### src/hw/zcmp_macros.svh
// widths, register numbers and stack sizes for the Zcmp expander; include before use
`ifndef ZCMP_MACROS_SVH
`define ZCMP_MACROS_SVH

// word and field widths
`define ZCMP_ILEN 32
`define ZCMP_IMM_W 12
`define ZCMP_REG_W 5
`define ZCMP_CNT_W 4

// RV32 stack frame
`define ZCMP_REG_BYTES 4     // one saved register
`define ZCMP_STACK_ALIGN 16

// architectural register numbers
`define ZCMP_REG_RA 1
`define ZCMP_REG_SP 2
`define ZCMP_REG_S0 8
`define ZCMP_REG_A0 10
`define ZCMP_REG_A1 11

`endif

### src/hw/zcmp_pkg.sv
// enum types shared by the Zcmp expander blocks; import inside the module body
`default_nettype none

package zcmp_pkg;

  // decoded Zcmp macro
  typedef enum logic [2:0] {
    OP_NONE,
    OP_PUSH,
    OP_POP,
    OP_POPRET,
    OP_POPRETZ,
    OP_MVSA01,
    OP_MVA01S
  } macro_op_e;

  // kind of plain RV32I micro-op to emit
  typedef enum logic [2:0] {
    UOP_PASS,    // input word unchanged
    UOP_STORE,
    UOP_LOAD,
    UOP_ADDI_SP,
    UOP_LI_ZERO,
    UOP_MOVE,
    UOP_RET
  } uop_kind_e;

  // sequencer states
  typedef enum logic [2:0] {
    ST_IDLE,
    ST_SAVE_RESTORE,
    ST_ADJ_SP,
    ST_ZERO_A0,
    ST_RET,
    ST_MOVE2
  } seq_state_e;

  // major opcodes used by the micro-ops
  typedef enum logic [6:0] {
    OPC_LOAD   = 7'b0000011,
    OPC_STORE  = 7'b0100011,
    OPC_OP_IMM = 7'b0010011,
    OPC_JALR   = 7'b1100111
  } rv_opcode_e;

endpackage

`default_nettype wire

### src/hw/zcmp_expander.sv
// Zcmp macro expander top; sits between fetch and issue, one word in at a time
`timescale 1ns/1ps
`default_nettype none
`include "zcmp_macros.svh"

module zcmp_expander (
  input  logic                  clk_i,
  input  logic                  rst_ni,
  // upstream
  input  logic [`ZCMP_ILEN-1:0] instr_i,
  input  logic                  instr_valid_i,
  output logic                  instr_ready_o,
  // downstream
  output logic [`ZCMP_ILEN-1:0] instr_o,
  output logic                  instr_valid_o,
  output logic                  illegal_o,
  output logic                  last_o,
  input  logic                  issue_ack_i
);
  import zcmp_pkg::*;

  macro_op_e              op;
  logic [`ZCMP_CNT_W-1:0] reg_cnt;
  logic [`ZCMP_IMM_W-1:0] stack_adj;
  logic [`ZCMP_REG_W-1:0] xreg1;
  logic [`ZCMP_REG_W-1:0] xreg2;
  logic                   illegal;
  uop_kind_e              uop_kind;
  logic [`ZCMP_REG_W-1:0] uop_rd;
  logic [`ZCMP_REG_W-1:0] uop_rs;
  logic [`ZCMP_IMM_W-1:0] uop_imm;

  zcmp_field_decode u_decode (
    .instr_i     (instr_i),
    .op_o        (op),
    .reg_cnt_o   (reg_cnt),
    .stack_adj_o (stack_adj),
    .xreg1_o     (xreg1),
    .xreg2_o     (xreg2),
    .illegal_o   (illegal)
  );

  zcmp_seq_fsm u_fsm (
    .clk_i         (clk_i),
    .rst_ni        (rst_ni),
    .instr_valid_i (instr_valid_i),
    .issue_ack_i   (issue_ack_i),
    .op_i          (op),
    .reg_cnt_i     (reg_cnt),
    .stack_adj_i   (stack_adj),
    .xreg1_i       (xreg1),
    .xreg2_i       (xreg2),
    .illegal_i     (illegal),
    .uop_kind_o    (uop_kind),
    .uop_rd_o      (uop_rd),
    .uop_rs_o      (uop_rs),
    .uop_imm_o     (uop_imm),
    .instr_valid_o (instr_valid_o),
    .instr_ready_o (instr_ready_o),
    .last_o        (last_o),
    .illegal_o     (illegal_o)
  );

  zcmp_uop_encode u_encode (
    .instr_i    (instr_i),
    .uop_kind_i (uop_kind),
    .uop_rd_i   (uop_rd),
    .uop_rs_i   (uop_rs),
    .uop_imm_i  (uop_imm),
    .op_i       (op),
    .instr_o    (instr_o)
  );

endmodule

`default_nettype wire

### src/hw/zcmp_field_decode.sv
// combinational Zcmp classifier; feeds macro type and fields to the sequencer
`timescale 1ns/1ps
`default_nettype none
`include "zcmp_macros.svh"

module zcmp_field_decode (
  input  logic [`ZCMP_ILEN-1:0]  instr_i,
  output zcmp_pkg::macro_op_e    op_o,
  output logic [`ZCMP_CNT_W-1:0] reg_cnt_o,
  output logic [`ZCMP_IMM_W-1:0] stack_adj_o,
  output logic [`ZCMP_REG_W-1:0] xreg1_o,
  output logic [`ZCMP_REG_W-1:0] xreg2_o,
  output logic                   illegal_o
);
  import zcmp_pkg::*;

  localparam logic [`ZCMP_IMM_W-1:0] ALIGN_MASK = `ZCMP_IMM_W'(`ZCMP_STACK_ALIGN - 1);

  logic                   zcmp_space;
  logic [3:0]             rlist;
  logic [1:0]             spimm;
  logic [2:0]             r1s;
  logic [2:0]             r2s;
  logic [`ZCMP_CNT_W-1:0] n_regs;
  logic [`ZCMP_IMM_W-1:0] list_bytes;
  macro_op_e              op_raw;
  logic                   bad;

  // sreg field: 0,1 -> s0,s1 (x8,x9); 2..7 -> s2..s7 (x18..x23)
  function automatic logic [`ZCMP_REG_W-1:0] map_sreg(input logic [2:0] f);
    map_sreg = {f[2:1] != 2'b00, f[2:1] == 2'b00, f};
  endfunction

  // quadrant 2, funct3 101 (no D extension)
  assign zcmp_space = (instr_i[1:0] == 2'b10) && (instr_i[15:13] == 3'b101);

  assign rlist = instr_i[7:4];
  assign spimm = instr_i[3:2];
  assign r1s   = instr_i[9:7];
  assign r2s   = instr_i[4:2];

  // rlist 15 saves s10 and s11 together
  assign n_regs = (rlist == 4'd15) ? 4'd13 : rlist - 4'd3;

  always_comb begin
    op_raw = OP_NONE;
    bad    = 1'b0;
    if (zcmp_space) begin
      if (instr_i[12:10] == 3'b011) begin
        unique case (instr_i[6:5])
          2'b01:   op_raw = OP_MVSA01;
          2'b11:   op_raw = OP_MVA01S;
          default: bad = 1'b1;
        endcase
        if (r1s == r2s) begin
          bad = 1'b1;  // both halves into one sreg
        end
      end else begin
        unique case (instr_i[12:8])
          5'b11000: op_raw = OP_PUSH;
          5'b11010: op_raw = OP_POP;
          5'b11100: op_raw = OP_POPRETZ;
          5'b11110: op_raw = OP_POPRET;
          default:  bad = 1'b1;
        endcase
        if (rlist < 4'd4) begin
          bad = 1'b1;  // reserved rlist
        end
      end
    end
  end

  assign illegal_o = bad;
  assign op_o      = bad ? OP_NONE : op_raw;

  // only the push/pop family walks a register list
  assign reg_cnt_o = (op_o == OP_PUSH || op_o == OP_POP ||
                      op_o == OP_POPRET || op_o == OP_POPRETZ) ? n_regs : '0;

  // list size rounded up to the alignment, plus the extra spimm frames
  assign list_bytes  = `ZCMP_IMM_W'(n_regs) * `ZCMP_IMM_W'(`ZCMP_REG_BYTES);
  assign stack_adj_o = ((list_bytes + ALIGN_MASK) & ~ALIGN_MASK) +
                       `ZCMP_IMM_W'(spimm) * `ZCMP_IMM_W'(`ZCMP_STACK_ALIGN);

  assign xreg1_o = map_sreg(r1s);
  assign xreg2_o = map_sreg(r2s);

endmodule

`default_nettype wire

### src/hw/zcmp_seq_fsm.sv
// micro-op sequencer for one Zcmp macro; steps once per acknowledged micro-op
`timescale 1ns/1ps
`default_nettype none
`include "zcmp_macros.svh"

module zcmp_seq_fsm (
  input  logic                   clk_i,
  input  logic                   rst_ni,
  input  logic                   instr_valid_i,
  input  logic                   issue_ack_i,
  input  zcmp_pkg::macro_op_e    op_i,
  input  logic [`ZCMP_CNT_W-1:0] reg_cnt_i,
  input  logic [`ZCMP_IMM_W-1:0] stack_adj_i,
  input  logic [`ZCMP_REG_W-1:0] xreg1_i,
  input  logic [`ZCMP_REG_W-1:0] xreg2_i,
  input  logic                   illegal_i,
  output zcmp_pkg::uop_kind_e    uop_kind_o,
  output logic [`ZCMP_REG_W-1:0] uop_rd_o,
  output logic [`ZCMP_REG_W-1:0] uop_rs_o,
  output logic [`ZCMP_IMM_W-1:0] uop_imm_o,
  output logic                   instr_valid_o,
  output logic                   instr_ready_o,
  output logic                   last_o,
  output logic                   illegal_o
);
  import zcmp_pkg::*;

  localparam logic [`ZCMP_IMM_W-1:0] REG_BYTES = `ZCMP_IMM_W'(`ZCMP_REG_BYTES);
  localparam logic [`ZCMP_REG_W-1:0] REG_RA = `ZCMP_REG_W'(`ZCMP_REG_RA);
  localparam logic [`ZCMP_REG_W-1:0] REG_SP = `ZCMP_REG_W'(`ZCMP_REG_SP);
  localparam logic [`ZCMP_REG_W-1:0] REG_S0 = `ZCMP_REG_W'(`ZCMP_REG_S0);
  localparam logic [`ZCMP_REG_W-1:0] REG_A0 = `ZCMP_REG_W'(`ZCMP_REG_A0);
  localparam logic [`ZCMP_REG_W-1:0] REG_A1 = `ZCMP_REG_W'(`ZCMP_REG_A1);
  localparam logic [`ZCMP_REG_W-1:0] REG_S2 = `ZCMP_REG_W'(18);

  seq_state_e             state_q, state_d, cur_st;
  logic [`ZCMP_CNT_W-1:0] idx_q, idx_d, cur_idx, list_pos;
  logic [`ZCMP_IMM_W-1:0] off_q, off_d, cur_off;
  logic [`ZCMP_REG_W-1:0] list_reg;
  logic                   is_push;
  logic                   is_ret;
  logic                   fire;
  logic                   is_last;

  assign is_push = (op_i == OP_PUSH);
  assign is_ret  = (op_i == OP_POPRET) || (op_i == OP_POPRETZ);
  assign fire    = instr_valid_i && issue_ack_i;

  // the first list entry (k = 1) is offered straight from idle
  always_comb begin
    cur_st  = state_q;
    cur_idx = idx_q;
    cur_off = off_q;
    if (state_q == ST_IDLE && reg_cnt_i != '0) begin
      cur_st  = ST_SAVE_RESTORE;
      cur_idx = `ZCMP_CNT_W'(1);
      cur_off = is_push ? ('0 - REG_BYTES) : (stack_adj_i - REG_BYTES);
    end
  end

  // list order is ra, s0, s1, s2..s11; entry k sits at position n-k
  assign list_pos = reg_cnt_i - cur_idx;

  always_comb begin
    unique case (list_pos)
      4'd0:    list_reg = REG_RA;
      4'd1:    list_reg = REG_S0;
      4'd2:    list_reg = REG_S0 + 5'd1;
      default: list_reg = REG_S2 + `ZCMP_REG_W'(list_pos - 4'd3);
    endcase
  end

  always_comb begin
    state_d    = state_q;
    idx_d      = idx_q;
    off_d      = off_q;
    uop_kind_o = UOP_PASS;
    uop_rd_o   = '0;
    uop_rs_o   = '0;
    uop_imm_o  = '0;
    is_last    = 1'b0;
    unique case (cur_st)
      ST_IDLE: begin
        if (op_i == OP_MVSA01 || op_i == OP_MVA01S) begin
          uop_kind_o = UOP_MOVE;  // a0 <-> xreg1
          uop_rd_o   = REG_A0;
          uop_rs_o   = xreg1_i;
          if (fire) state_d = ST_MOVE2;
        end else begin
          is_last = 1'b1;  // plain or illegal word
        end
      end
      ST_SAVE_RESTORE: begin
        uop_kind_o = is_push ? UOP_STORE : UOP_LOAD;
        uop_rd_o   = list_reg;
        uop_rs_o   = list_reg;
        uop_imm_o  = cur_off;
        if (fire) begin
          idx_d = cur_idx;
          if (cur_idx == reg_cnt_i) begin
            state_d = (op_i == OP_POPRETZ) ? ST_ZERO_A0 : ST_ADJ_SP;
          end else begin
            state_d = ST_SAVE_RESTORE;
            idx_d   = cur_idx + `ZCMP_CNT_W'(1);
            off_d   = cur_off - REG_BYTES;
          end
        end
      end
      ST_ZERO_A0: begin
        uop_kind_o = UOP_LI_ZERO;
        uop_rd_o   = REG_A0;
        if (fire) state_d = ST_ADJ_SP;
      end
      ST_ADJ_SP: begin
        uop_kind_o = UOP_ADDI_SP;
        uop_rd_o   = REG_SP;
        uop_rs_o   = REG_SP;
        uop_imm_o  = is_push ? ('0 - stack_adj_i) : stack_adj_i;
        is_last    = !is_ret;
        if (fire) state_d = is_ret ? ST_RET : ST_IDLE;
      end
      ST_RET: begin
        uop_kind_o = UOP_RET;
        uop_rs_o   = REG_RA;
        is_last    = 1'b1;
        if (fire) state_d = ST_IDLE;
      end
      ST_MOVE2: begin
        uop_kind_o = UOP_MOVE;  // a1 <-> xreg2
        uop_rd_o   = REG_A1;
        uop_rs_o   = xreg2_i;
        is_last    = 1'b1;
        if (fire) state_d = ST_IDLE;
      end
      default: state_d = ST_IDLE;
    endcase
    if (state_d == ST_IDLE) idx_d = '0;
  end

  always_ff @(posedge clk_i or negedge rst_ni) begin
    if (!rst_ni) begin
      state_q <= ST_IDLE;
      idx_q   <= '0;
    end else begin
      state_q <= state_d;
      idx_q   <= idx_d;
    end
  end

  always_ff @(posedge clk_i) begin
    off_q <= off_d;
  end

  assign instr_valid_o = instr_valid_i;
  assign last_o        = instr_valid_i && is_last;
  assign instr_ready_o = last_o && issue_ack_i;
  assign illegal_o     = instr_valid_i && illegal_i && (state_q == ST_IDLE);

  // upstream must hold the word for the whole sequence
  a_busy_has_word: assert property (@(posedge clk_i) disable iff (!rst_ni)
    (state_q != ST_IDLE) |-> instr_valid_i);

  a_idx_in_list: assert property (@(posedge clk_i) disable iff (!rst_ni)
    idx_q <= reg_cnt_i);

endmodule

`default_nettype wire

### src/hw/zcmp_uop_encode.sv
// formats one sequencer micro-op as an RV32I word, or forwards the input word
`timescale 1ns/1ps
`default_nettype none
`include "zcmp_macros.svh"

module zcmp_uop_encode (
  input  logic [`ZCMP_ILEN-1:0]  instr_i,
  input  zcmp_pkg::uop_kind_e    uop_kind_i,
  input  logic [`ZCMP_REG_W-1:0] uop_rd_i,
  input  logic [`ZCMP_REG_W-1:0] uop_rs_i,
  input  logic [`ZCMP_IMM_W-1:0] uop_imm_i,
  input  zcmp_pkg::macro_op_e    op_i,
  output logic [`ZCMP_ILEN-1:0]  instr_o
);
  import zcmp_pkg::*;

  localparam logic [2:0] F3_WORD = 3'b010;  // lw / sw
  localparam logic [2:0] F3_ADDI = 3'b000;  // addi / jalr

  localparam logic [`ZCMP_REG_W-1:0] REG_X0 = '0;
  localparam logic [`ZCMP_REG_W-1:0] REG_SP = `ZCMP_REG_W'(`ZCMP_REG_SP);

  localparam logic [`ZCMP_IMM_W-1:0] IMM_ZERO = '0;

  always_comb begin
    unique case (uop_kind_i)
      // sw rs, imm(sp)
      UOP_STORE: begin
        instr_o = {uop_imm_i[11:5], uop_rs_i, REG_SP, F3_WORD, uop_imm_i[4:0], OPC_STORE};
      end
      // lw rd, imm(sp)
      UOP_LOAD: begin
        instr_o = {uop_imm_i, REG_SP, F3_WORD, uop_rd_i, OPC_LOAD};
      end
      UOP_ADDI_SP: begin
        instr_o = {uop_imm_i, uop_rs_i, F3_ADDI, uop_rd_i, OPC_OP_IMM};
      end
      // li a0, 0
      UOP_LI_ZERO: begin
        instr_o = {IMM_ZERO, REG_X0, F3_ADDI, uop_rd_i, OPC_OP_IMM};
      end
      UOP_MOVE: begin
        // rd carries the a-register, rs the s-register
        if (op_i == OP_MVSA01) begin
          instr_o = {IMM_ZERO, uop_rd_i, F3_ADDI, uop_rs_i, OPC_OP_IMM};
        end else begin
          instr_o = {IMM_ZERO, uop_rs_i, F3_ADDI, uop_rd_i, OPC_OP_IMM};
        end
      end
      // ret = jalr x0, 0(ra)
      UOP_RET: begin
        instr_o = {IMM_ZERO, uop_rs_i, F3_ADDI, REG_X0, OPC_JALR};
      end
      default: instr_o = instr_i;  // UOP_PASS
    endcase
  end

endmodule

`default_nettype wire

### config.mk
export PLATFORM = sky130hd
export DESIGN_NAME = zcmp_expander
export DESIGN_NICKNAME = d
export VERILOG_FILES = /design/src/hw/zcmp_pkg.sv /design/src/hw/zcmp_expander.sv /design/src/hw/zcmp_field_decode.sv /design/src/hw/zcmp_seq_fsm.sv /design/src/hw/zcmp_uop_encode.sv
export VERILOG_INCLUDE_DIRS = /design/src /design/src/hw
export SDC_FILE = /design/constraint.sdc
export NUM_CORES = 1
export LEC_CHECK = 0
export ABC_AREA = 0
export BUFFER_PORTS_ARGS = -buffer_cell sky130_fd_sc_hd__buf_2
export CAP_MARGIN = 5
export CORE_ASPECT_RATIO = 1.4
export CORE_UTILIZATION = 53
export CTS_CLUSTER_DIAMETER = 50
export DETAILED_ROUTE_END_ITERATION = 8
export GPL_ROUTABILITY_DRIVEN = 0
export PLACE_DENSITY = 0.8
export SYNTH_ARGS = -nofsm -noshare
export SYNTH_HDL_FRONTEND = slang
export SYNTH_SLANG_ARGS = --single-unit
### constraint.sdc
create_clock -name clk_i -period 7.55 [get_ports clk_i]
set_input_delay 0.755 -clock clk_i [delete_from_list [all_inputs] [get_ports clk_i]]
set_output_delay 0.755 -clock clk_i [all_outputs]
set_load 0.03 [all_outputs]
==> impl_metrics.csv <==
group,metric,value,unit
synthesis,ys_seq_elements,19,
clocking,cts.sinks,19,
worst_setup_path,path_max_fanout,19,
synthesis,ys_seq_area_share,18.6,%
timing,timing.final.max_slew_violations,0,
synthesis,syn_avg_cell_area,7.53,um2
die,start_util,55.3,%
clocking,ctsResizeCount,0,
worst_setup_path,r2r_slack,4.01,ns
timing,fin_setup_tns,0,ns
power_and_ir_drop,combPwrFrac,51.3,%
power_and_ir_drop,seq_power_share,30.3,%
power_and_ir_drop,p_switching,0.158,mW
route,ant_nets,0,
worst_setup_path,crit_arrival,4.81,ns
worst_setup_path,cp.required,6.80,ns
die,core-area,5200,um2
grt,grt-ovfl-total,0,
synthesis,yosys.area_share.simple,29.2,%
die,die_area,5730,um2
finish,nets,494,
clocking,root_buffer,"clkbuf_8",
timing,setup_viol,0,
finish,final_cell_mix,"buf_2, nand2_1, nor2_1, a21oi_1, o21ai_0",
finish,layout_commonest_cell,"buf_2",
finish,n_fill_cell,482,
place,dp_hpwl,6950,um
timing,skew,0.00200,ns
synthesis,synthAdderAreaFrac,7.92,%
route,drt_iter0_drc,290,
power_and_ir_drop,power.total,0.371,mW
grt,grt_usage,31.0,%
synthesis,synth_top_family_by_area,"compound AO/OA/AOI/OAI gates",
die,die_w,64.3,um
route,drcViolationCount,0,
synthesis,synthXorXnorAreaFrac,8.13,%
die,io_pins,72,
power_and_ir_drop,ir_drop,0.109,mV
finish,utilization,63.5,%
timing,period_share,73.7,%
synthesis,synth.area.mux_share,0.391,%
grt,grt_pass1_wl,13900,um
power_and_ir_drop,power.density,113,nW/um2
synthesis,synth-edff-count,12,
timing,worstMarginPinSlew,0.863,ns
clocking,postCtsSetupBuffers,0,
route,vias,3203,
finish,antenna_cells,0,
clocking,hold_buffers,0,
grt,first_global_vias,2961,
power_and_ir_drop,leakage,1.43,nW
timing,finalCriticalPeriod,5.57,ns
clocking,cts_tree,"yes",
synthesis,synth_top_area_cell,"edfxtp_1",
synthesis,ys.flop_type,"edfxtp_1",
clocking,clk_latency,0.25,ns
clocking,htreeDepth,1,
power_and_ir_drop,switching_share,42.5,%
clocking,clk_pin_slew_worst_paths,0.07,ns
place,portBuffers,71,
grt,grt_start_max_net_pins,32,
timing,hold_violations,0,
synthesis,yosysWarnings,0,
synthesis,synth_area,2880,um2
die,die_h,89.2,um
clocking,cts.path.max_buffers,2,
synthesis,ys_types,73,
power_and_ir_drop,p_clk_share,18.5,%
timing,grt_setup_unrepaired,"no",
synthesis,syn-num-nets,435,
synthesis,synthArstFlopShare,36.8,%
route,dr.pass1.iters,6,
power_and_ir_drop,internal_power,0.214,mW
flow_run,drv_cap,0,
route,drt-total-wl,8890,um
finish,drive_above_1_share,22.0,%
min_path,min_path_type,"input port to asynchronous set/reset pin",
synthesis,synthCells,382,
timing,fmax,0.180,GHz
die,rows,31,
finish,synthToLayoutAreaGrowth,14.7,%
status,status,"finished clean",
worst_setup_path,end_kind,"output port",
synthesis,ys_top_cells_by_area,"edfxtp_1, ha_1, dfrtp_1, nand2_1, nor2_1",
synthesis,synth_compound_area_share,29.9,%
synthesis,synth_top_area_share,12.5,%
grt,antenna_found_initial,0,
worst_setup_path,critical_path_class,"input port to output port",
worst_setup_path,crit_path_start_kind,"input port",
clocking,cts_buffers,3,
route,vias_per_cell,6.33,
timing,max-slew-margin-rel,42.5,%
route,wl_per_cell,17.6,um
==> power by group through the flow <==
stage | Sequential, mW | Clock (mW) | Combinational, mW
2_1_floorplan | 0.113 | 0 | 0.136
3_3_place_gp | 0.115 | 0 | 0.185
3_5_place_dp | 0.115 | 0 | 0.187
4_1_cts | 0.112 | 0.0707 | 0.188
5_1_grt | 0.113 | 0.0723 | 0.205
6_report | 0.112 | 0.0686 | 0.190
==> layer usage <==
metal	vias up	track usage, %	routed length, um	share of wire [%]
met5	-	0	0	0
li1	1527	-	-	-
met1	1485	39.5	3670	41
met2	165	52.8	4260	48
met3	26	3.06	656	7.4
met4	0	14.1	301	3.4
==> synth_stat cells, drive strengths merged, types with 4 or more instances <==
cell type	instances
nand2	41
nor2	40
o21ai	26
a21oi	25
inv	19
ha	15
xnor2	13
edfxtp	12
nand3	12
clkbuf	11
nor3	11
xor2	11
nand2b	10
o211ai	10
buf	9
nor2b	8
o22ai	8
and2	7
dfrtp	7
a21o	6
a31oi	5
or3	5
a221o	4
a22o	4
a22oi	4
nor3b	4
o31ai	4
or2	4
==> kinds of logic (layout without fill, tap and decap cells) <==
logic type      after synthesis  in the layout
compound gates              122            122
fa+ha+maj                    17             17
xor+xnor                     25             25
simple gates                159            159
mux                           1              1
buf+inv                      39             97
flops                        19             19
==> metrics by stage <==
| stage | setup WS (ns) | hold WS, ns | std cells | area (um2) |
|---|---|---|---|---|
| global route | 1.64 | 0.322 | 506 | 3300 |
| CTS | 2.01 | 0.320 | 506 | 3300 |
| global placement | 2.11 | 0.551 | 502 | 3260 |
| finish | 1.98 | 0.321 | 506 | 3300 |
| detailed placement | 2.01 | 0.572 | 502 | 3260 |
| floorplan | 2.18 | 0.459 | 382 | 2880 |
==> cell type report <==
type | count | area (um2) | share of cell area, %
sequential | 19 | 536 | 16.2
clock buffer | 4 | 45.0 | 1.36
multi-input combinational | 324 | 2190 | 66.3
inverter | 19 | 71.3 | 2.16
timing repair buffer | 74 | 378 | 11.4
tap | 66 | 82.6 | 2.50
==> worst paths after layout <==
path	to	depth (start not counted)	start
setup reg to reg	u_fsm.idx_q[3]	10	u_fsm.state_q[0]
max in group asynchronous	u_fsm.idx_q[0]	1	rst_ni
hold / removal	u_fsm.state_q[2]	1	rst_ni
hold reg to reg	u_fsm.idx_q[1]	2	u_fsm.idx_q[1]
min in group clk_i	u_fsm.idx_q[1]	2	u_fsm.idx_q[1]
setup / recovery	instr_o[11]	18	instr_i[4]
==> state kept, by name (all words and copies together) (netlist names) <==
signal	flops
u_fsm.idx_q	4
u_fsm.off_q	12
u_fsm.state_q	3
==> worst max-delay path, stage by stage <==
cell      delay (ns)
buf_2           0.24
ha_1            0.33
nand2b_1        0.25
o32ai_2         0.49
nor4_4          0.05
buf_4           0.21
or2_2           0.31
ha_1            0.19
inv_1           0.08
fa_1            0.43
ha_1            0.21
or3_1           0.42
nor2_1          0.11
nor2_1          0.06
a21oi_1         0.16
nor2_1          0.08
o21ai_0         0.20
buf_2           0.24
No activity file was read; power rests on OpenSTA's default activity.
